## src/include/eth_loop_defs.svh

```systemverilog
// Ethernet loopback constants: framing bytes, length limits, inter-frame gap, buffer size
`ifndef ETH_LOOP_DEFS_SVH
`define ETH_LOOP_DEFS_SVH

// Line framing bytes
`define ETH_PREAMBLE_BYTE 8'h55
`define ETH_SFD_BYTE      8'hD5

// Preamble bytes put on the line before the SFD
`define ETH_PREAMBLE_LEN  7

// Payload length limits in bytes, FCS included
`define ETH_MIN_FRAME_LEN 64
`define ETH_MAX_FRAME_LEN 1518

// Idle cycles between transmitted frames
`define ETH_IFG_LEN       12

// Frame store of 2048 bytes
`define ETH_FIFO_ADDR_W   11

`endif
```

## src/verilog/frame_pkg.sv

```systemverilog
// Internal frame stream types, end codes, drop reasons and controller states
`default_nettype none

package frame_pkg;

    // How a received frame finished
    typedef enum logic [1:0] {
        END_GOOD     = 2'd0,
        END_ERROR    = 2'd1,
        END_RUNT     = 2'd2,
        END_OVERSIZE = 2'd3
    } frame_end_t;

    // One payload byte from the receive framer
    typedef struct packed {
        logic       valid;
        logic [7:0] data;
        logic       last;
        frame_end_t end_code;    // only looked at on the last beat
    } frame_beat_t;

    // Show-ahead byte at the buffer head
    typedef struct packed {
        logic [7:0] data;
        logic       last;
    } head_beat_t;

    typedef enum logic [1:0] {
        DROP_ERROR    = 2'd0,
        DROP_RUNT     = 2'd1,
        DROP_OVERSIZE = 2'd2,
        DROP_FULL     = 2'd3
    } drop_reason_t;

    typedef enum logic [1:0] {
        RX_IDLE,
        RX_PREAMBLE,
        RX_DATA,
        RX_DISCARD
    } rx_state_t;

    typedef enum logic [2:0] {
        TX_IDLE,
        TX_PREAMBLE,
        TX_SFD,
        TX_DATA,
        TX_GAP
    } tx_state_t;

endpackage

`default_nettype wire

```

## src/verilog/gmii_pkg.sv

```systemverilog
// Line-side types of the byte-wide Ethernet port
`default_nettype none

package gmii_pkg;

    // Receive side, sampled every clock
    typedef struct packed {
        logic [7:0] data;
        logic       dv;
        logic       er;
    } gmii_rx_t;

    // Transmit side
    typedef struct packed {
        logic [7:0] data;
        logic       en;
    } gmii_tx_t;

endpackage

`default_nettype wire

```

## src/verilog/gmii_tx_framer.sv

```systemverilog
// GMII transmit framer: preamble, SFD, payload from the frame FIFO, inter-frame gap
`timescale 1ns/1ns
`default_nettype none
`include "eth_loop_defs.svh"

module gmii_tx_framer
    import gmii_pkg::*;
    import frame_pkg::*;
(
    input  wire logic       clk,
    input  wire logic       rst,
    input  wire logic       frame_ready,
    input  wire head_beat_t head,
    output wire logic       pop,
    output gmii_tx_t        gmii_tx
);

    // One counter serves the preamble and the gap
    localparam int CNT_MAX = (`ETH_IFG_LEN > `ETH_PREAMBLE_LEN) ?
                             `ETH_IFG_LEN : `ETH_PREAMBLE_LEN;
    localparam int CNT_W   = $clog2(CNT_MAX + 1);
    localparam logic [CNT_W-1:0] PRE_CNT = CNT_W'(`ETH_PREAMBLE_LEN);
    localparam logic [CNT_W-1:0] IFG_CNT = CNT_W'(`ETH_IFG_LEN);

    tx_state_t        state;
    logic [CNT_W-1:0] cnt;
    logic             out_last;

    // Take a byte right after the SFD and after every non-last byte
    assign pop = (state == TX_SFD) || (state == TX_DATA && !out_last);

    always_ff @(posedge clk) begin
        if (rst) begin
            state    <= TX_IDLE;
            cnt      <= '0;
            out_last <= 1'b0;
            gmii_tx  <= '0;
        end else begin
            case (state)
                TX_IDLE: begin
                    if (frame_ready) begin
                        gmii_tx <= '{data: `ETH_PREAMBLE_BYTE, en: 1'b1};
                        cnt     <= CNT_W'(1);
                        state   <= TX_PREAMBLE;
                    end
                end
                TX_PREAMBLE: begin
                    if (cnt == PRE_CNT) begin
                        gmii_tx.data <= `ETH_SFD_BYTE;
                        state        <= TX_SFD;
                    end else begin
                        cnt <= cnt + 1'b1;
                    end
                end
                TX_SFD, TX_DATA: begin
                    if (pop) begin
                        gmii_tx.data <= head.data;
                        out_last     <= head.last;
                        state        <= TX_DATA;
                    end else begin
                        // Last byte has been on the line for its cycle
                        gmii_tx.en <= 1'b0;
                        cnt        <= CNT_W'(1);
                        state      <= TX_GAP;
                    end
                end
                TX_GAP: begin
                    if (cnt == IFG_CNT) begin
                        state <= TX_IDLE;
                    end else begin
                        cnt <= cnt + 1'b1;
                    end
                end
                default: begin
                    state <= TX_IDLE;
                end
            endcase
        end
    end

    // Full gap of idle line after the final payload byte
    assert property (@(posedge clk) disable iff (rst)
        (state == TX_DATA && !pop) |=> (state == TX_GAP && !gmii_tx.en) [*`ETH_IFG_LEN])
        else $error("gmii_tx_framer: inter-frame gap cut short");

endmodule

`default_nettype wire

```

## config.mk

```make
export PLATFORM = sky130hd
export DESIGN_NAME = gmii_tx_framer
export DESIGN_NICKNAME = d
export VERILOG_FILES = /design/src/verilog/frame_pkg.sv /design/src/verilog/gmii_pkg.sv /design/src/verilog/gmii_tx_framer.sv
export VERILOG_INCLUDE_DIRS = /design/src /design/src/include
export SDC_FILE = /design/constraint.sdc
export NUM_CORES = 1
export LEC_CHECK = 0
export ABC_CLOCK_PERIOD_IN_PS = 1800
export CAP_MARGIN = 20
export CORE_MARGIN = 2
export CORE_UTILIZATION = 28
export DETAILED_ROUTE_END_ITERATION = 8
export DONT_BUFFER_PORTS = 1
export PLACE_DENSITY = 0.52
export SLEW_MARGIN = 20
export SYNTH_ARGS = -nofsm -noshare
export SYNTH_HDL_FRONTEND = slang
export SYNTH_SLANG_ARGS = --single-unit
```

## constraint.sdc

```tcl
create_clock -name clk -period 1.8 [get_ports clk]
set_clock_uncertainty 0.05 [all_clocks]
set_input_delay 0.27 -clock clk [delete_from_list [all_inputs] [get_ports clk]]
set_output_delay 0.27 -clock clk [all_outputs]
set_load 0.01 [all_outputs]
```

After elaboration in Yosys (flattened, before gate mapping) --
Cells that the tools add are included.
Storage, ports and cells: output and inout bits 10, flip-flop bits (word level) 17, ROM bits 0, latch bits 0, bits in writable memories 0, logic and storage cells 48, memories kept 0
Cells by class: order comparisons 0, eq/ne operators 13, multiplexer cells 16, $mul 0, reduce and logical (&&, ||, !) cells 13, shifts and indexed selects 0, add/subtract/negate cells 1, divide/modulo/power cells 0, bitwise logic cells 0
Operators with widths (number):
- 8-bit one-hot mux with 3 select lines | 1
- 4-bit two-way mux | 4
- 8-bit two-way mux | 2
- 4-bit one-hot mux with 4 select lines | 1
- 2-bit != test (second input constant) | 7
- 3-bit two-way mux | 4
- 3-bit one-hot mux with 4 select lines | 1
- 9-bit two-way mux | 1
- 3-bit by 2-bit == test with 1-bit output (second input constant) | 2
- 3-bit AND reduction | 2
- 5-bit AND reduction | 1
- 4-bit by 1-bit adder with 4-bit output (second input constant) | 1
- 4-bit by 3-bit == test with 1-bit output (second input constant) | 1
- 4-bit == test (second input constant) | 1
- 4-bit AND reduction | 1
- 4-bit nonzero test | 1
- 3-bit by 1-bit == test with 1-bit output (second input constant) | 1
- 3-bit == test (second input constant) | 1
- 3-bit logical NOT | 1
- 3-bit nonzero test | 1
- 1-bit one-hot mux with 2 select lines | 1
- 2-bit AND reduction | 1
- 2-bit nonzero test | 1
- 2-bit OR reduction | 1
- 4 further kinds | 4

Longest topological paths before layout --
depth after elaboration 5, gate-level depth with buffers 6, depth with buffers taken out 6

Worst setup path before layout --
OpenSTA, ideal clock, no wires.
path type register -> register, start point register cnt[1], end point register gmii_tx[5] (netlist bit), arrival time 1.417 ns, setup time 0.088 ns, cell stages (with the launch flop) 7, data required time 1.662 ns, buffers on the path 1, setup slack 0.245 ns, period minus slack after synthesis 1.555 ns, path through dfxtp_1 -> ha_1 -> nand4bb_1 -> a311oi_2 -> buf_6 -> nor2_1 -> a311oi_2
Between the ends: word-level cells in the longest chain between the ends 3
Ends and longest elaborated chain:
- from (decl) | line gmii_tx_framer.sv:26 | logic [CNT_W-1:0] cnt;
- from (signal assigned) | line gmii_tx_framer.sv:52 | cnt <= cnt + 1'b1;
- from (signal assigned) | line gmii_tx_framer.sv:71 | cnt <= cnt + 1'b1;
- 4-bit by 3-bit == test with 1-bit output | line gmii_tx_framer.sv:48 | if (cnt == PRE_CNT) begin
- 2-bit != test (no line)
- 4-bit AND reduction (no line)
- to (signal assigned) | line gmii_tx_framer.sv:42 | gmii_tx <= '{data: `ETH_PREAMBLE_BYTE, en: 1'b1};
- to (decl) | line gmii_tx_framer.sv:15 | output gmii_tx_t gmii_tx
No other way between the ends. A chain may end at the register's enable or synchronous reset.

Final worst setup path --
start point register cnt[1], end point register gmii_tx[1] (netlist bit)
The elaborated chain is that of the path after synthesis.

==> flow_summary.ini <==
[clock_tree]
clk_pin_slew_ns = 0.11
worst_skew_pair.late_latency_ns = 0.30
clkSinkCount = 17
cell_at_the_root_of_the_clock_tree = clkbuf_4
htree_num_levels = 1
tritoncts = done
numCtsBuffers = 3
clk_path_buf_depth = 2

[synth]
postSynthRegisterBits = 17
synth_compound_area_share_pct = 20.8
synthAdderAreaFrac_pct = 2.89
yosys-mux-area-fraction_pct = 1.15
post_synth_num_cell_types = 31
synth.avg_cell_area_um2 = 8.50
synth_sequential_area_ratio_pct = 39.2
ys.warnings.count = 0
synth_simple_gate_area_share_pct = 28.1
synth_area_um2 = 867
dominant_combinational_cell_family_by_area_after_synthesis = simple AND/OR/NAND/NOR gates
synth.net_count = 116
post_synth_inst_count = 102
post_synth_xor_area_fraction_pct = 1.01
synth_enable_flop_cells = 0
async_flop_share_pct = 0
yosys_most_used_dff = dfxtp_1

[cells_and_area]
fraction_of_final_layout_cells_sized_beyond_drive_strength_1_pct = 17.3
final_core_utilization_pct = 32.8
flow.area_growth_from_synthesis_pct = 13.7
num_antenna_cells = 0
fin_nets = 125

[setup_path]
startpoint = cnt[1]$_SDFFE_PP0P_
timing.critical_path.to_type = flop
worst-path-max-fanout = 8
cp_data_required_time_ns = 1.97
critical_path_class = reg2reg
worst_r2r_startpoint = cnt[1]$_SDFFE_PP0P_
worst_ep_arrival_time_ns = 1.83
worst_setup_path_start_kind = flop

[power_and_ir_drop]
internal_power_uw = 555
net-switching-power_uw = 238
max-vdd-ir-drop_v = 0.000242
leakage_nw = 0.373
p_seq_share_pct = 55.1
cellPowerDensity_nw_per_um2 = 804
clockPowerShare_pct = 27.5
power.switching_fraction_pct = 30.0
power.combinational.fraction_pct = 17.4

[placement]
globalplace.congestion = 0.771
numPortBuffers = 0
place.detailed.hpwl_um = 1390

[global_route]
antenna_found_initial = 0
gr-total-overflow = 0
first_global_vias = 669
global_route_wire_length_before_repair_um = 2990
grt.total_usage_pct = 11.6
largest_net_degree_at_the_start_of_global_routing = 15

[route]
drt-pass1-iter-count = 4
routed_via_density = 5.49
num_vias = 785
drc = 0
routed_wl_um = 1990
drt-wirelength-per-cell_um = 13.9
initialDrtViolationCount = 31
antenna_left = 0

[sta]
worst_pin_slew_ns = 0.538
layout_worst_path_cycle_share_pct = 92.5
slew-limit-headroom_pct = 64.0
grt_setup_unrepaired = no
fin_setup_tns_ns = 0
whs_ns = 0.0341
finalWorstPathRequiredPeriod_ns = 1.66
max_freq_mhz = 601
hold_viol = 0
timing.final.setup_violations = 0
finalMaxSlewViolations = 0

[floorplanning]
placementRows = 20
die_height_um = 59.7
die_x_um = 59.7
die_ar_um2 = 3560
fp.coreArea_um2 = 3000
initial_utilization_pct = 28.9
ioPinCount = 22

[worst_hold_path]
hold_class = in2reg
worst_hold_startpoint = head[6]

[run_status]
status = finished clean

[job]
max_cap_viol_count = 0
placed cells by master (no fill, tap or decap), types with 2 or more instances in the layout:
master / n
inv_1: 8
dfxtp_2: 2
a211oi_1: 2
o2111ai_1: 2
a311oi_2: 2
nand3_1: 6
nand4b_1: 3
nor3b_1: 3
nand2b_1: 9
a311oi_1: 3
o21ai_0: 2
clkbuf_4: 3
dfxtp_1: 15
nor3_1: 3
nand2_1: 7
a21oi_1: 6
nand4_1: 2
buf_4: 8
nor2_1: 8
per-layer routing:
| metal | global-route usage (%) | routed length [um] | up-vias |
|---|---|---|---|
| met2 | 17.9 | 956 | 27 |
| met3 | 4.76 | 135 | 2 |
| met1 | 14.1 | 876 | 371 |
| met4 | 4.76 | 16 | 0 |
| met5 | 0 | 0 | - |
| li1 | - | - | 385 |
flip-flops by register name (all words and copies together) (netlist names):
| register | cells |
|---|---|
| cnt | 4 |
| state | 3 |
| gmii_tx | 9 |
| out_last | 1 |
cell families (layout without fill, tap and decap cells):
kind of cell	count (synthesis)	count (layout)
and+or+nand+nor	44	44
AOI/OAI and AO/OA	24	24
DFF	17	17
buffers and inverters	13	21
adders and majority gates	2	2
xor gates and xnor gates	1	1
muxes	1	1
Yosys cell counts, types with 2 or more instances:
master     number  area share [%]
nor3b_1         3             2.6
a21oi_1         7             4.0
nor3_1          3             1.7
ha_1            2             2.9
a311oi_2        2             3.5
nand2_1         7             3.0
a211oi_1        2             1.7
buf_2           2             1.2
o2111ai_1       2             2.0
nor2_1          8             3.5
nand3_1         6             3.5
o21ai_0         2             1.2
nand4b_1        3             3.0
clkbuf_1        2            0.87
nand4_1         2             1.4
a311oi_1        3             3.0
inv_1           8             3.5
dfxtp_1        17              39
nand2b_1        9             6.5
cell type report:
class | instances | area, um2
fill | 319 | 2020
inverter | 8 | 30.0
tap | 33 | 41.3
clock buffer | 3 | 22.5
multi-input combinational | 72 | 474
clock inverter | 1 | 5.00
timing repair buffer | 9 | 70.1
sequential | 17 | 343
timing repair:
| item | 4_1_cts | 5_1_grt |
|---|---|---|
| setup endpoints to repair | 0 | 5 |
| resized for setup | 0 | 4 |
| setup buffers | 0 | 2 |
| hold buffers | 1 | 0 |
| hold endpoints to repair | 14 | 0 |
final timing paths:
check	to	slack, ns	cells after the start
worst min-delay path	gmii_tx[6]$_SDFFE_PP0P_	0.03	2
worst max register to register	gmii_tx[1]$_SDFFE_PP0P_	0.14	6
worst max-delay path	gmii_tx[1]$_SDFFE_PP0P_	0.14	6
worst min register to register	cnt[1]$_SDFFE_PP0P_	0.44	2
power by group through the flow:
stage	sequential (mW)	clock [mW]	combinational (mW)
CTS	0.436	0.228	0.129
global placement	0.444	0	0.121
global route	0.441	0.247	0.154
floorplan	0.434	0	0.102
detailed placement	0.444	0	0.122
finish	0.437	0.218	0.138
stage by stage:
stage	instances	area, um2	total power, mW	setup slack [ns]
finish	143	986	0.792	0.135
global route	143	986	0.842	0.00636
CTS	141	962	0.793	0.0642
detailed placement	136	925	0.567	0.0943
global placement	136	925	0.564	0.140
floorplan	102	867	0.537	0.245
worst max-delay path, cell delays in order, from the launching register on:
cell	delay, ns
dfxtp_2	0.37
ha_2	0.21
nand4bb_1	0.15
a311oi_2	0.32
buf_4	0.20
nor2_1	0.05
a311oi_1	0.23
Note: power is estimated with default switching activity, not from simulation.
