$ cat config.mk
export PLATFORM = sky130hd
export DESIGN_NAME = gmii_rx_framer
export DESIGN_NICKNAME = d
export VERILOG_FILES = /design/src/verilog/frame_pkg.sv /design/src/verilog/gmii_pkg.sv /design/src/verilog/gmii_rx_framer.sv
export VERILOG_INCLUDE_DIRS = /design/src /design/src/include
export SDC_FILE = /design/constraint.sdc
export NUM_CORES = 1
export LEC_CHECK = 0
export ABC_AREA = 0
export ABC_CLOCK_PERIOD_IN_PS = 1600
export BUFFER_PORTS_ARGS = -buffer_cell sky130_fd_sc_hd__buf_2
export CAP_MARGIN = 30
export CORE_MARGIN = 1.5
export CORE_UTILIZATION = 29
export CTS_CLUSTER_SIZE = 24
export DETAILED_ROUTE_END_ITERATION = 7
export MAX_ROUTING_LAYER = met4
export PLACE_DENSITY_LB_ADDON = 0.15
export SLEW_MARGIN = 15
export SYNTH_ARGS = -nofsm -noshare
export SYNTH_HDL_FRONTEND = slang
export SYNTH_SLANG_ARGS = --single-unit
$ cat constraint.sdc
create_clock -name clk -period 1.6 [get_ports clk]
set_input_delay 0.24 -clock clk [delete_from_list [all_inputs] [get_ports clk]]
set_output_delay 0.24 -clock clk [all_outputs]
set_load 0.05 [all_outputs]
$ cat src/include/eth_loop_defs.svh
// Ethernet loopback constants: framing bytes, length limits, inter-frame gap, buffer size
`ifndef ETH_LOOP_DEFS_SVH
`define ETH_LOOP_DEFS_SVH

// Line framing bytes
`define ETH_PREAMBLE_BYTE 8'h55
`define ETH_SFD_BYTE      8'hD5

// Preamble bytes put on the line before the SFD
`define ETH_PREAMBLE_LEN  7

// Payload length limits in bytes, FCS included
`define ETH_MIN_FRAME_LEN 64
`define ETH_MAX_FRAME_LEN 1518

// Idle cycles between transmitted frames
`define ETH_IFG_LEN       12

// Frame store of 2048 bytes
`define ETH_FIFO_ADDR_W   11

`endif
$ cat src/verilog/frame_pkg.sv
// Internal frame stream types, end codes, drop reasons and controller states
`default_nettype none

package frame_pkg;

    // How a received frame finished
    typedef enum logic [1:0] {
        END_GOOD     = 2'd0,
        END_ERROR    = 2'd1,
        END_RUNT     = 2'd2,
        END_OVERSIZE = 2'd3
    } frame_end_t;

    // One payload byte from the receive framer
    typedef struct packed {
        logic       valid;
        logic [7:0] data;
        logic       last;
        frame_end_t end_code;    // only looked at on the last beat
    } frame_beat_t;

    // Show-ahead byte at the buffer head
    typedef struct packed {
        logic [7:0] data;
        logic       last;
    } head_beat_t;

    typedef enum logic [1:0] {
        DROP_ERROR    = 2'd0,
        DROP_RUNT     = 2'd1,
        DROP_OVERSIZE = 2'd2,
        DROP_FULL     = 2'd3
    } drop_reason_t;

    typedef enum logic [1:0] {
        RX_IDLE,
        RX_PREAMBLE,
        RX_DATA,
        RX_DISCARD
    } rx_state_t;

    typedef enum logic [2:0] {
        TX_IDLE,
        TX_PREAMBLE,
        TX_SFD,
        TX_DATA,
        TX_GAP
    } tx_state_t;

endpackage

`default_nettype wire

$ cat src/verilog/gmii_pkg.sv
// Line-side types of the byte-wide Ethernet port
`default_nettype none

package gmii_pkg;

    // Receive side, sampled every clock
    typedef struct packed {
        logic [7:0] data;
        logic       dv;
        logic       er;
    } gmii_rx_t;

    // Transmit side
    typedef struct packed {
        logic [7:0] data;
        logic       en;
    } gmii_tx_t;

endpackage

`default_nettype wire

$ cat src/verilog/gmii_rx_framer.sv
// GMII receive framer: preamble and SFD strip, length and error checks, frame beats
`timescale 1ns/1ns
`default_nettype none
`include "eth_loop_defs.svh"

module gmii_rx_framer
    import gmii_pkg::*;
    import frame_pkg::*;
#(
    parameter int MAX_FRAME_LEN = `ETH_MAX_FRAME_LEN
) (
    input  wire logic     clk,
    input  wire logic     rst,
    input  wire gmii_rx_t gmii_rx,
    output frame_beat_t   beat
);

    localparam int CNT_W = $clog2(MAX_FRAME_LEN + 1);
    localparam logic [CNT_W-1:0] MIN_CNT = CNT_W'(`ETH_MIN_FRAME_LEN);
    localparam logic [CNT_W-1:0] MAX_CNT = CNT_W'(MAX_FRAME_LEN);

    rx_state_t        state;
    logic [CNT_W-1:0] cnt;
    logic             err;
    logic [7:0]       hold;
    frame_end_t       end_sel;

    // Error wins over runt, oversize is decided on the fly
    always_comb begin
        if (err) begin
            end_sel = END_ERROR;
        end else if (cnt < MIN_CNT) begin
            end_sel = END_RUNT;
        end else begin
            end_sel = END_GOOD;
        end
    end

    // Each byte waits here one cycle until we know if it was the last
    always_ff @(posedge clk) begin
        if (state == RX_DATA && gmii_rx.dv) begin
            hold <= gmii_rx.data;
        end
    end

    always_ff @(posedge clk) begin
        if (rst) begin
            state <= RX_IDLE;
            cnt   <= '0;
            err   <= 1'b0;
            beat  <= '0;
        end else begin
            beat.valid <= 1'b0;
            beat.last  <= 1'b0;
            case (state)
                RX_IDLE: begin
                    cnt <= '0;
                    err <= gmii_rx.dv & gmii_rx.er;
                    if (gmii_rx.dv) begin
                        // No preamble at all is allowed
                        if (gmii_rx.data == `ETH_SFD_BYTE) begin
                            state <= RX_DATA;
                        end else begin
                            state <= RX_PREAMBLE;
                        end
                    end
                end
                RX_PREAMBLE: begin
                    if (!gmii_rx.dv) begin
                        state <= RX_IDLE;
                    end else begin
                        err <= err | gmii_rx.er;
                        if (gmii_rx.data == `ETH_SFD_BYTE) begin
                            state <= RX_DATA;
                        end
                    end
                end
                RX_DATA: begin
                    if (!gmii_rx.dv) begin
                        // End of frame, flush the held byte
                        beat.valid    <= cnt != '0;
                        beat.last     <= cnt != '0;
                        beat.data     <= hold;
                        beat.end_code <= end_sel;
                        state         <= RX_IDLE;
                    end else if (cnt == MAX_CNT) begin
                        // One byte too many, cut the frame here
                        beat.valid    <= 1'b1;
                        beat.last     <= 1'b1;
                        beat.data     <= hold;
                        beat.end_code <= END_OVERSIZE;
                        state         <= RX_DISCARD;
                    end else begin
                        err           <= err | gmii_rx.er;
                        beat.valid    <= cnt != '0;
                        beat.data     <= hold;
                        beat.end_code <= END_GOOD;
                        cnt           <= cnt + 1'b1;
                    end
                end
                RX_DISCARD: begin
                    if (!gmii_rx.dv) begin
                        state <= RX_IDLE;
                    end
                end
                default: begin
                    state <= RX_IDLE;
                end
            endcase
        end
    end

    // The end code only rides on a real beat
    assert property (@(posedge clk) disable iff (rst) beat.last |-> beat.valid)
        else $error("gmii_rx_framer: last set on a beat without valid");

endmodule

`default_nettype wire

-- After elaboration in Yosys (flattened, before gate mapping)
Index checks and enable logic that the tools add are counted.
- $add $sub $neg: 1
- order comparisons: 1
- equality and inequality tests: 12
- mux-type cells: 21
- bitwise gates (word level): 3
- reductions and logical operators: 9
- operators with widths (cell ; number):
    $mux W11 ; 2
    $pmux W11 S2 ; 1
    $mux W2 ; 10
    $mux W12 ; 1
    $add A11 B1 Y11 const B ; 1
    $eq A11 B11 Y1 const B ; 1
    $lt A11 B7 Y1 const B ; 1
    $reduce_bool A11 Y1 ; 1
    $ne A2 B2 Y1 const B ; 5
    $mux W9 ; 1
    $eq A8 B8 Y1 const B ; 1
    $pmux W2 S4 ; 1
    $reduce_and A4 Y1 ; 2
    $eq A2 B2 Y1 const B ; 2
    $mux W1 ; 4
    $ne A3 B2 Y1 const B ; 1
    $ne A3 B3 Y1 const B ; 1
    $pmux W1 S3 ; 1
    $reduce_and A3 Y1 ; 1
    $reduce_bool A3 Y1 ; 1
    $eq A2 B1 Y1 const B ; 1
    $logic_not A2 Y1 ; 1
    $reduce_bool A2 Y1 ; 1
    $reduce_or A2 Y1 ; 1
    other kinds (4) ; 4
- bits in registers: 34
- bits of input ports: 12
- output and inout port bits: 12
- word-level logic and storage cells: 55

-- Depth between registers and ports, before layout
Gate-level depths: netlist (run 1).
- word-level depth: 4
- depth in mapped cells: 7
- depth with buffers taken out: 6

-- Worst setup path before layout (run 1)
Ideal clock, no wire load.
- kind: reg2reg
- from: register cnt[0]
- to: register cnt[8]
- library setup time: 0.062 ns
- arrival time: 1.639 ns
- required time: 1.538 ns
- setup slack: -0.101 ns
- cell stages (with the launch flop): 7
- buffers on the path: 0
- clock period less this slack: 1.701 ns
- cell sequence: dfxtp_1 -> inv_1 -> ha_1 -> and4b_1 -> a31o_2 -> or4_1 -> nand3_1
- longest elaborated chain between the ends: 4
- RTL lines (what ; RTL line ; RTL):
    from (decl) ; gmii_rx_framer.sv:23 ; logic [CNT_W-1:0] cnt;
    from (signal assigned) ; gmii_rx_framer.sv:98 ; cnt <= cnt + 1'b1;
    $add A11 B1 Y11 ; gmii_rx_framer.sv:98 ;
    $mux W11 ; gmii_rx_framer.sv:86 ; end else if (cnt == MAX_CNT) begin
    $mux W11 ; gmii_rx_framer.sv:79 ; if (!gmii_rx.dv) begin
    $pmux W11 S2 ; gmii_rx_framer.sv:55 ; case (state)
Several ways; a longest one is shown, not always the timed one. The select of a mux whose other input is x is not followed.
A chain may end at the register's enable or synchronous reset.

-- Worst setup path in the final report (run 1)
Ends and elaborated chain as after synthesis.

==> impl_metrics.ini, run 1 <==
[status]
status = finished with violations
violations = negative setup slack

[power_and_ir_drop]
ir_drop_mv = 0.562
powerDensity_nw_per_um2 = 1430
power_mw = 3.16
power.leakage_nw = 0.893

[synthesis]
synthArstFlopShare_pct = 0
synth_most_common_cell = dfxtp_1
synth_area_leader_cell = dfxtp_1
synth_edf_count = 8
synth_area_leaders = dfxtp_1 32%, edfxtp_1 15%, ha_1 5.3%, mux2i_1 4.9%, nor2_1 3.4%
ys_warn_count = 0
ys_seq_area_share_pct = 46.3
syn_nets = 192
synth_flop_cell = dfxtp_1
yosys-top-cells-count = 26 x dfxtp_1, 15 x nor2_1, 13 x nand2_1, 11 x nand3_1, 9 x inv_1
ys_seq_elements = 34
avgSynthCellArea_um2 = 9.49
netlist_area_um2 = 1640
ys_types = 41
synthCells = 173
synth_top_area_share_pct = 31.7

[clock_network]
clk_path_buf_depth = 2
clkLatencyLatePin_ps = 290
clk_pin_slew_worst_paths_ps = 80
postCtsHoldBufs = 0
cts_root_buf = clkbuf_8
cts_sinks = 34
cts_buffers = 5
h-tree-depth = 2
cts_tree = done

[sta]
period_needed_ps = 1690
worst_hold_slack_ps = 141
setup_slack_ps = -93.7
worstMarginPinSlew_ps = 342
fin_crit_sh_pct = 106
fin_tns_setup_ps = -163
relSlewSlack_pct = 77.0
rsz0062_at_grt = yes
timing.fmax_mhz = 590
hold_viol = 0
drv_slew = 0
finalSetupViolations = 4
skew_ps = 10.9

[place]
place_hpwl_um = 3130
gp_congestion = 0.879
port_buffers = 23
dpl_cell_area_um2 = 1990

[die]
dieArea_um2 = 6120
die_h_um = 78.2
coreArea_um2 = 5470
num_rows = 27
io_pins = 24
die_w_um = 78.2
initial_utilization_pct = 30.0

[global_routing]
antenna_found_initial = 0
grt_max_degree = 18
grt_remaining_overflow = 0
grt.total_usage_pct = 15.6
grt_first_pass_wirelength_um = 7130
grt_pass1_vias = 1474

[hold_path]
hp-class = in2reg

[critical_path]
crit_fanout = 5
end_kind = register
crit_arrival_ps = 1930
critical_path.max_stage_delay_ps = 480
path_cells = inv_2 > ha_4 > and4b_2 > a31o_4 > or4_4 > nand3_2
cp_slowest_cell = or4_4
worst-path-buf-inv = 1
cp_top_family = simple AND/OR/NAND/NOR gates
critical_path_class = reg2reg
worstPathRequired_ps = 1830
crit_path_start_kind = register

[detailed_routing]
viasPerCell = 5.07
drc = 0
firstDrtPassIters = 4
wl_per_cell_um = 14.7
finalWirelength_um = 4340
vias = 1497
drt_iter0_markers = 63
drt.antenna.violating_nets = 0

[finish]
drive_gt1_share_pct = 37.7
post-route-util_pct = 40.4
nets = 241
fin_area_um2 = 2210
diodes = 0
nFillCells = 555
area_delta_synth_final_pct = 34.8

[flow_run]
maxCapViolations = 0
==> stage by stage <==
stage | worst slack (ps) | instances
finish | -93.7 | 295
global route | -142 | 295
CTS | -77.9 | 292
detailed placement | -68.4 | 284
global placement | 21.3 | 284
floorplan | 16.1 | 173
==> power breakdown <==
group	switching, mW	total [mW]	internal [mW]
clock network	0.346	0.810	0.463
registers	0.0594	1.07	1.01
logic	0.792	1.28	0.488
==> timing repair <==
action                     4_1_cts  5_1_grt
resized for setup                7       16
gates cloned                     0        0
setup endpoints to repair        6       14
setup buffers                    0        3
pin swaps                        1        1
==> worst paths after layout <==
kind / start / end / slack [ps] / cells after the start
setup / recovery: cnt[0]$_SDFFE_PP0P_ / cnt[8]$_SDFFE_PP0P_ / -90 / 6
hold / removal: gmii_rx[4] / hold[2]$_DFFE_PP_ / 140 / 1
setup reg to reg: cnt[0]$_SDFFE_PP0P_ / cnt[8]$_SDFFE_PP0P_ / -90 / 6
hold reg to reg: err$_SDFFE_PP0P_ / err$_SDFFE_PP0P_ / 480 / 2
==> cell usage in the layout (no fill, tap or decap), types with 4 or more instances in the layout <==
master	instances
dfxtp_1	20
nand4_1	4
mux2i_1	8
buf_2	23
clkbuf_8	5
o21ai_0	6
edfxtp_1	8
dfxtp_2	6
nand3_1	10
nand2_1	12
nor2_1	15
a21oi_1	5
inv_1	8
buf_4	26
ha_1	4
or3_1	5
==> cells by family after synthesis <==
logic type,after synthesis,synth area share [%]
adder cells (fa/ha/maj),7,5.34
buffers and inverters,16,4.42
flip-flops,34,46.3
XOR/XNOR,2,1.07
AO/OA/AOI/OAI,36,14.6
multiplexers,8,4.88
AND/OR/NAND/NOR,70,23.4
==> flip-flops by register name, indices dropped and copies added, names as in the netlist <==
signal  cells
cnt        11
err         1
state       2
hold        8
beat       12
==> cell type report <==
cell class / count / area, um^2 / share of cell area, %
sequential: 34 / 768 / 34.7
timing repair buffer: 49 / 310 / 14.0
tap: 72 / 90.1 / 4.07
clock buffer: 5 / 68.8 / 3.11
multi-input combinational: 123 / 896 / 40.5
clock inverter: 3 / 45.0 / 2.04
inverter: 9 / 33.8 / 1.53
==> metal layers <==
metal  vias to the layer above  part of all wire (%)  GRT usage (%)
li1                        740                     -              -
met1                       711                    47           20.2
met2                        44                    47           23.4
met3                         2                   5.9           4.42
met4                         0                  0.35           5.36
met5                         -                     0              -
Note: power is estimated with default switching activity, not from simulation.
==> run 2: changes to the inputs <==
Settings changed: CAP_MARGIN 30 to not set, CTS_BUF_LIST set to sky130_fd_sc_hd__clkbuf_16.
==> impl_metrics.ini, run 2 (same netlist as run 1, synthesis figures left out) <==
[global_routing]
grt_first_pass_wirelength_um = 7120
grt_max_degree = 18
grt_pass1_vias = 1473
grtUsageMet1_pct = 20.2
grt.total_usage_pct = 15.6
use_met2_pct = 23.4
antenna_found_initial = 0
grt.met3_usage_pct = 4.42
grt.busiest_layer = met2
grt_remaining_overflow = 0

[critical_path]
reg2reg_depth = 6
path_cells = inv_2 > ha_4 > and4b_2 > a31o_4 > or4_4 > nand3_2
critical_path.max_stage_delay_ps = 480
worst-path-buf-inv = 1
cp.depth = 6
crit_fanout = 5
critical_path_class = reg2reg
crit_arrival_ps = 1910
crit_path_start_kind = register
worstPathRequired_ps = 1820
cp_slowest_cell = or4_4
rr_startpoint = cnt[0]$_SDFFE_PP0P_
crit_start = cnt[0]$_SDFFE_PP0P_
end_kind = register
cp_top_family = simple AND/OR/NAND/NOR gates

[clock_network]
cts_root_buf = clkbuf_16
clk_path_buf_depth = 2
clk_pin_slew_worst_paths_ps = 60
cts_tree = done
cts_buffers = 5
clkLatencyLatePin_ps = 280
cts_sinks = 34
h-tree-depth = 2

[finish]
diodes = 0
final_common_cell = buf_4
nFillCells = 540
most-common-layout-cells = 26 x buf_4, 23 x buf_2, 21 x dfxtp_1, 15 x nor2_1, 12 x nand2_1
top_register = beat
regArea_um2 = 767
final_cells = 295
largest_reg_flops = 12
reg_top3 = beat x12, cnt x11, hold x8
multi_input_area_um2 = 916
area_delta_synth_final_pct = 39.3
post-route-util_pct = 41.8
drive_gt1_share_pct = 37.2
nets = 241

[power_and_ir_drop]
power_mw = 3.52
ir_drop_mv = 0.721
power.leakage_nw = 0.922
powerDensity_nw_per_um2 = 1540

[sta]
timing.fmax_mhz = 593
period_needed_ps = 1690
finalSetupViolations = 3
fin_crit_sh_pct = 105
worst_hold_slack_ps = 153
hold_viol = 0
relSlewSlack_pct = 75.7
skew_ps = 8.92
drv_slew = 0
worstMarginPinSlew_ps = 361
setup_slack_ps = -85.1
rsz0062_at_grt = yes

[die]
dieArea_um2 = 6120
coreArea_um2 = 5470
die_w_um = 78.2
num_rows = 27
initial_utilization_pct = 30.0
die_h_um = 78.2
io_pins = 24

[place]
place_hpwl_um = 3130
gp_congestion = 0.879
post-place-ws_ps = -68.4
dp_cells = 284
port_buffers = 23

[status]
violations = negative setup slack
status = finished with violations

[detailed_routing]
finalWirelength_um = 4360
wl_per_cell_um = 14.8
drt_iter0_markers = 69
vias = 1516
firstDrtPassIters = 4
viasPerCell = 5.14
drt.antenna.violating_nets = 0
drc = 0

[hold_path]
hold_depth = 1
hp-class = in2reg
min_from = gmii_rx[2]

[flow_run]
maxCapViolations = 0
==> run 2: cell counts in the layout (fill, tap and decap cells not counted) <==
No cell type changed its count.
==> run 2: layout make-up <==
type,instances,share of cell area [%]
well taps,72,3.94
clock inverters,3,1.97
repair buffers,49,13.6
inverters,9,1.48
clock buffers,5,5.47
multi-input cells,123,40.0
flip-flops and latches,34,33.5
==> run 2: per-stage QoR <==
stage	area (um^2)	setup TNS [ps]
after floorplan	1650	0
after global placement	1990	0
after detailed placement	1990	-116
after CTS	2180	-105
after global routing	2290	-567
final	2290	-135
==> run 2: what timing repair did <==
| item | 4_1_cts | 5_1_grt |
|---|---|---|
| gates resized for setup | 7 | 17 |
| hold buffers | 0 | 0 |
| pin swaps | 1 | 1 |
| gates cloned | 0 | 0 |
| endpoints found under the setup margin | 6 | 14 |
| hold endpoints to repair | 0 | 0 |
| setup buffers | 0 | 3 |
==> run 2: layer usage <==
| metal | up-vias | part of all wire (%) |
|---|---|---|
| met5 | - | 0 |
| met4 | 0 | 1.1 |
| met3 | 6 | 5.9 |
| met2 | 52 | 47 |
| met1 | 719 | 46 |
| li1 | 739 | - |
==> run 2: power breakdown <==
group          total (mW)  internal (mW)  switching, mW
Clock                1.11          0.734          0.375
Combinational        1.34          0.526          0.812
Sequential           1.07           1.01         0.0650
==> run 2: path summary, 6_finish.rpt <==
path	slack, ps	end
max	-90	cnt[8]$_SDFFE_PP0P_
min	150	hold[0]$_DFFE_PP_
max reg2reg	-90	cnt[8]$_SDFFE_PP0P_
min reg2reg	470	err$_SDFFE_PP0P_
==> run 3: changes to the inputs <==
Settings changed: CORE_MARGIN 1.5 to 2, GPL_TIMING_DRIVEN set to 0.
==> impl_metrics.ini, run 3 (same netlist as run 1, synthesis figures left out) <==
[clock_network]
clk_pin_slew_worst_paths_ps = 60
cts_buffers = 5
clkLatencyLatePin_ps = 280
cts_tree = done
h-tree-depth = 2
postCtsHoldBufs = 0
cts_sinks = 34
cts_root_buf = clkbuf_16
clk_path_buf_depth = 2

[die]
initial_utilization_pct = 30.0
dieArea_um2 = 6280
coreArea_um2 = 5470
die_w_um = 79.2
num_rows = 27
die_h_um = 79.2
io_pins = 24

[finish]
drive_gt1_share_pct = 35.5
post-route-util_pct = 40.3
reg_top3 = beat x12, cnt x11, hold x8
nets = 229
area_delta_synth_final_pct = 34.5
final_common_cell = buf_2
diodes = 0
most-common-layout-cells = 24 x buf_2, 18 x dfxtp_1, 15 x nor2_1, 12 x nand2_1, 9 x nand3_1
top_register = beat
largest_reg_flops = 12

[detailed_routing]
drt_iter0_markers = 58
vias = 1424
wl_per_cell_um = 14.8
viasPerCell = 5.03
firstDrtPassIters = 4
drt.antenna.violating_nets = 0
finalWirelength_um = 4190
drc = 0

[place]
place_hpwl_um = 2790
gp_congestion = 0.822
port_buffers = 23
post-place-ws_ps = -369

[power_and_ir_drop]
powerDensity_nw_per_um2 = 1480
ir_drop_mv = 0.545
power.leakage_nw = 0.860

[sta]
drv_slew = 0
period_needed_ps = 1670
finalSetupViolations = 8
timing.fmax_mhz = 599
skew_ps = 4.42
rsz0062_at_grt = yes
hold_viol = 0
fin_crit_sh_pct = 104
setup_slack_ps = -70.5
worstMarginPinSlew_ps = 535
relSlewSlack_pct = 63.8

[critical_path]
end_kind = register
worst-path-buf-inv = 2
crit_fanout = 5
critical_path.max_stage_delay_ps = 390
worstPathRequired_ps = 1760
path_cells = inv_4 > ha_4 > and4b_2 > buf_12 > a31oi_4 > nor3b_2 > o22a_1
reg2reg_depth = 7
crit_path_start_kind = register
critical_path_class = reg2reg
cp_top_family = compound AO/OA/AOI/OAI gates
cp_slowest_cell = dfxtp_4
crit_arrival_ps = 1840
cp.depth = 7

[status]
status = finished with violations
violations = negative setup slack

[hold_path]
hold_depth = 1
hp-class = in2reg

[global_routing]
antenna_found_initial = 0
grt.total_usage_pct = 13.7
grt_pass1_vias = 1288
grt_remaining_overflow = 0
grt_max_degree = 12
grt_first_pass_wirelength_um = 6310

[flow_run]
maxCapViolations = 0
## run 3: cell count changes in the layout (fill, tap and decap cells not counted), moves of 2 or more
| cell | delta |
|---|---|
| o31ai_1 | -2 |
| dfxtp_1 | -3 |
| buf_4 | -18 |
| or4_1 | -2 |
| or4_4 | +2 |
| dfxtp_4 | +2 |
| o31ai_2 | +2 |
| clkbuf_1 | +3 |
## run 3: what timing repair did
action                                 4_1_cts  5_1_grt
resized for setup                           12       25
pin swaps                                    7       12
endpoints found under the hold margin        0        0
setup endpoints to repair                   28       21
setup buffers                                5        3
gates cloned                                 0        0
## run 3: path summary, 6_finish.rpt
path	startpoint	end	slack [ps]
worst min register to register	err$_SDFFE_PP0P_	err$_SDFFE_PP0P_	470
worst max-delay path	cnt[0]$_SDFFE_PP0P_	state[1]$_SDFFE_PP0P_	-70
worst min-delay path	gmii_rx[2]	hold[0]$_DFFE_PP_	150
worst max register to register	cnt[0]$_SDFFE_PP0P_	state[1]$_SDFFE_PP0P_	-70
## run 3: area by class of cell
| class | instances | area, um^2 |
|---|---|---|
| well taps | 72 | 90.1 |
| inverters | 9 | 36.3 |
| flip-flops and latches | 34 | 776 |
| multi-input cells | 123 | 937 |
| clock buffers | 5 | 125 |
| fillers | 574 | 3270 |
| repair buffers | 31 | 188 |
| clock inverters | 3 | 16.3 |
| plain buffers | 6 | 38.8 |
## run 3: where the power goes
part	internal, mW	switching, mW
combinational	0.476	0.788
clock	0.567	0.359
sequential	1.01	0.0766
total	2.05	1.22
## run 3: layer usage
metal	track usage, %	vias to the layer above	share of wire (%)
li1	-	709	-
met1	17.5	674	47
met2	20.8	35	47
met3	3.64	6	5.0
met4	5.52	0	1.3
met5	-	-	0
## run 3: per-stage QoR
step / hold slack [ps] / instance area (um^2) / setup TNS (ps) / instances / power [mW]
after detailed placement: 432 / 1860 / -2500 / 268 / 2.18
after CTS: 146 / 2090 / -170 / 280 / 3.19
final: 148 / 2210 / -320 / 283 / 3.28
after floorplan: 339 / 1650 / 0 / 173 / 1.92
after global placement: 432 / 1860 / -3310 / 268 / 2.19
after global routing: 152 / 2210 / -702 / 283 / 3.45
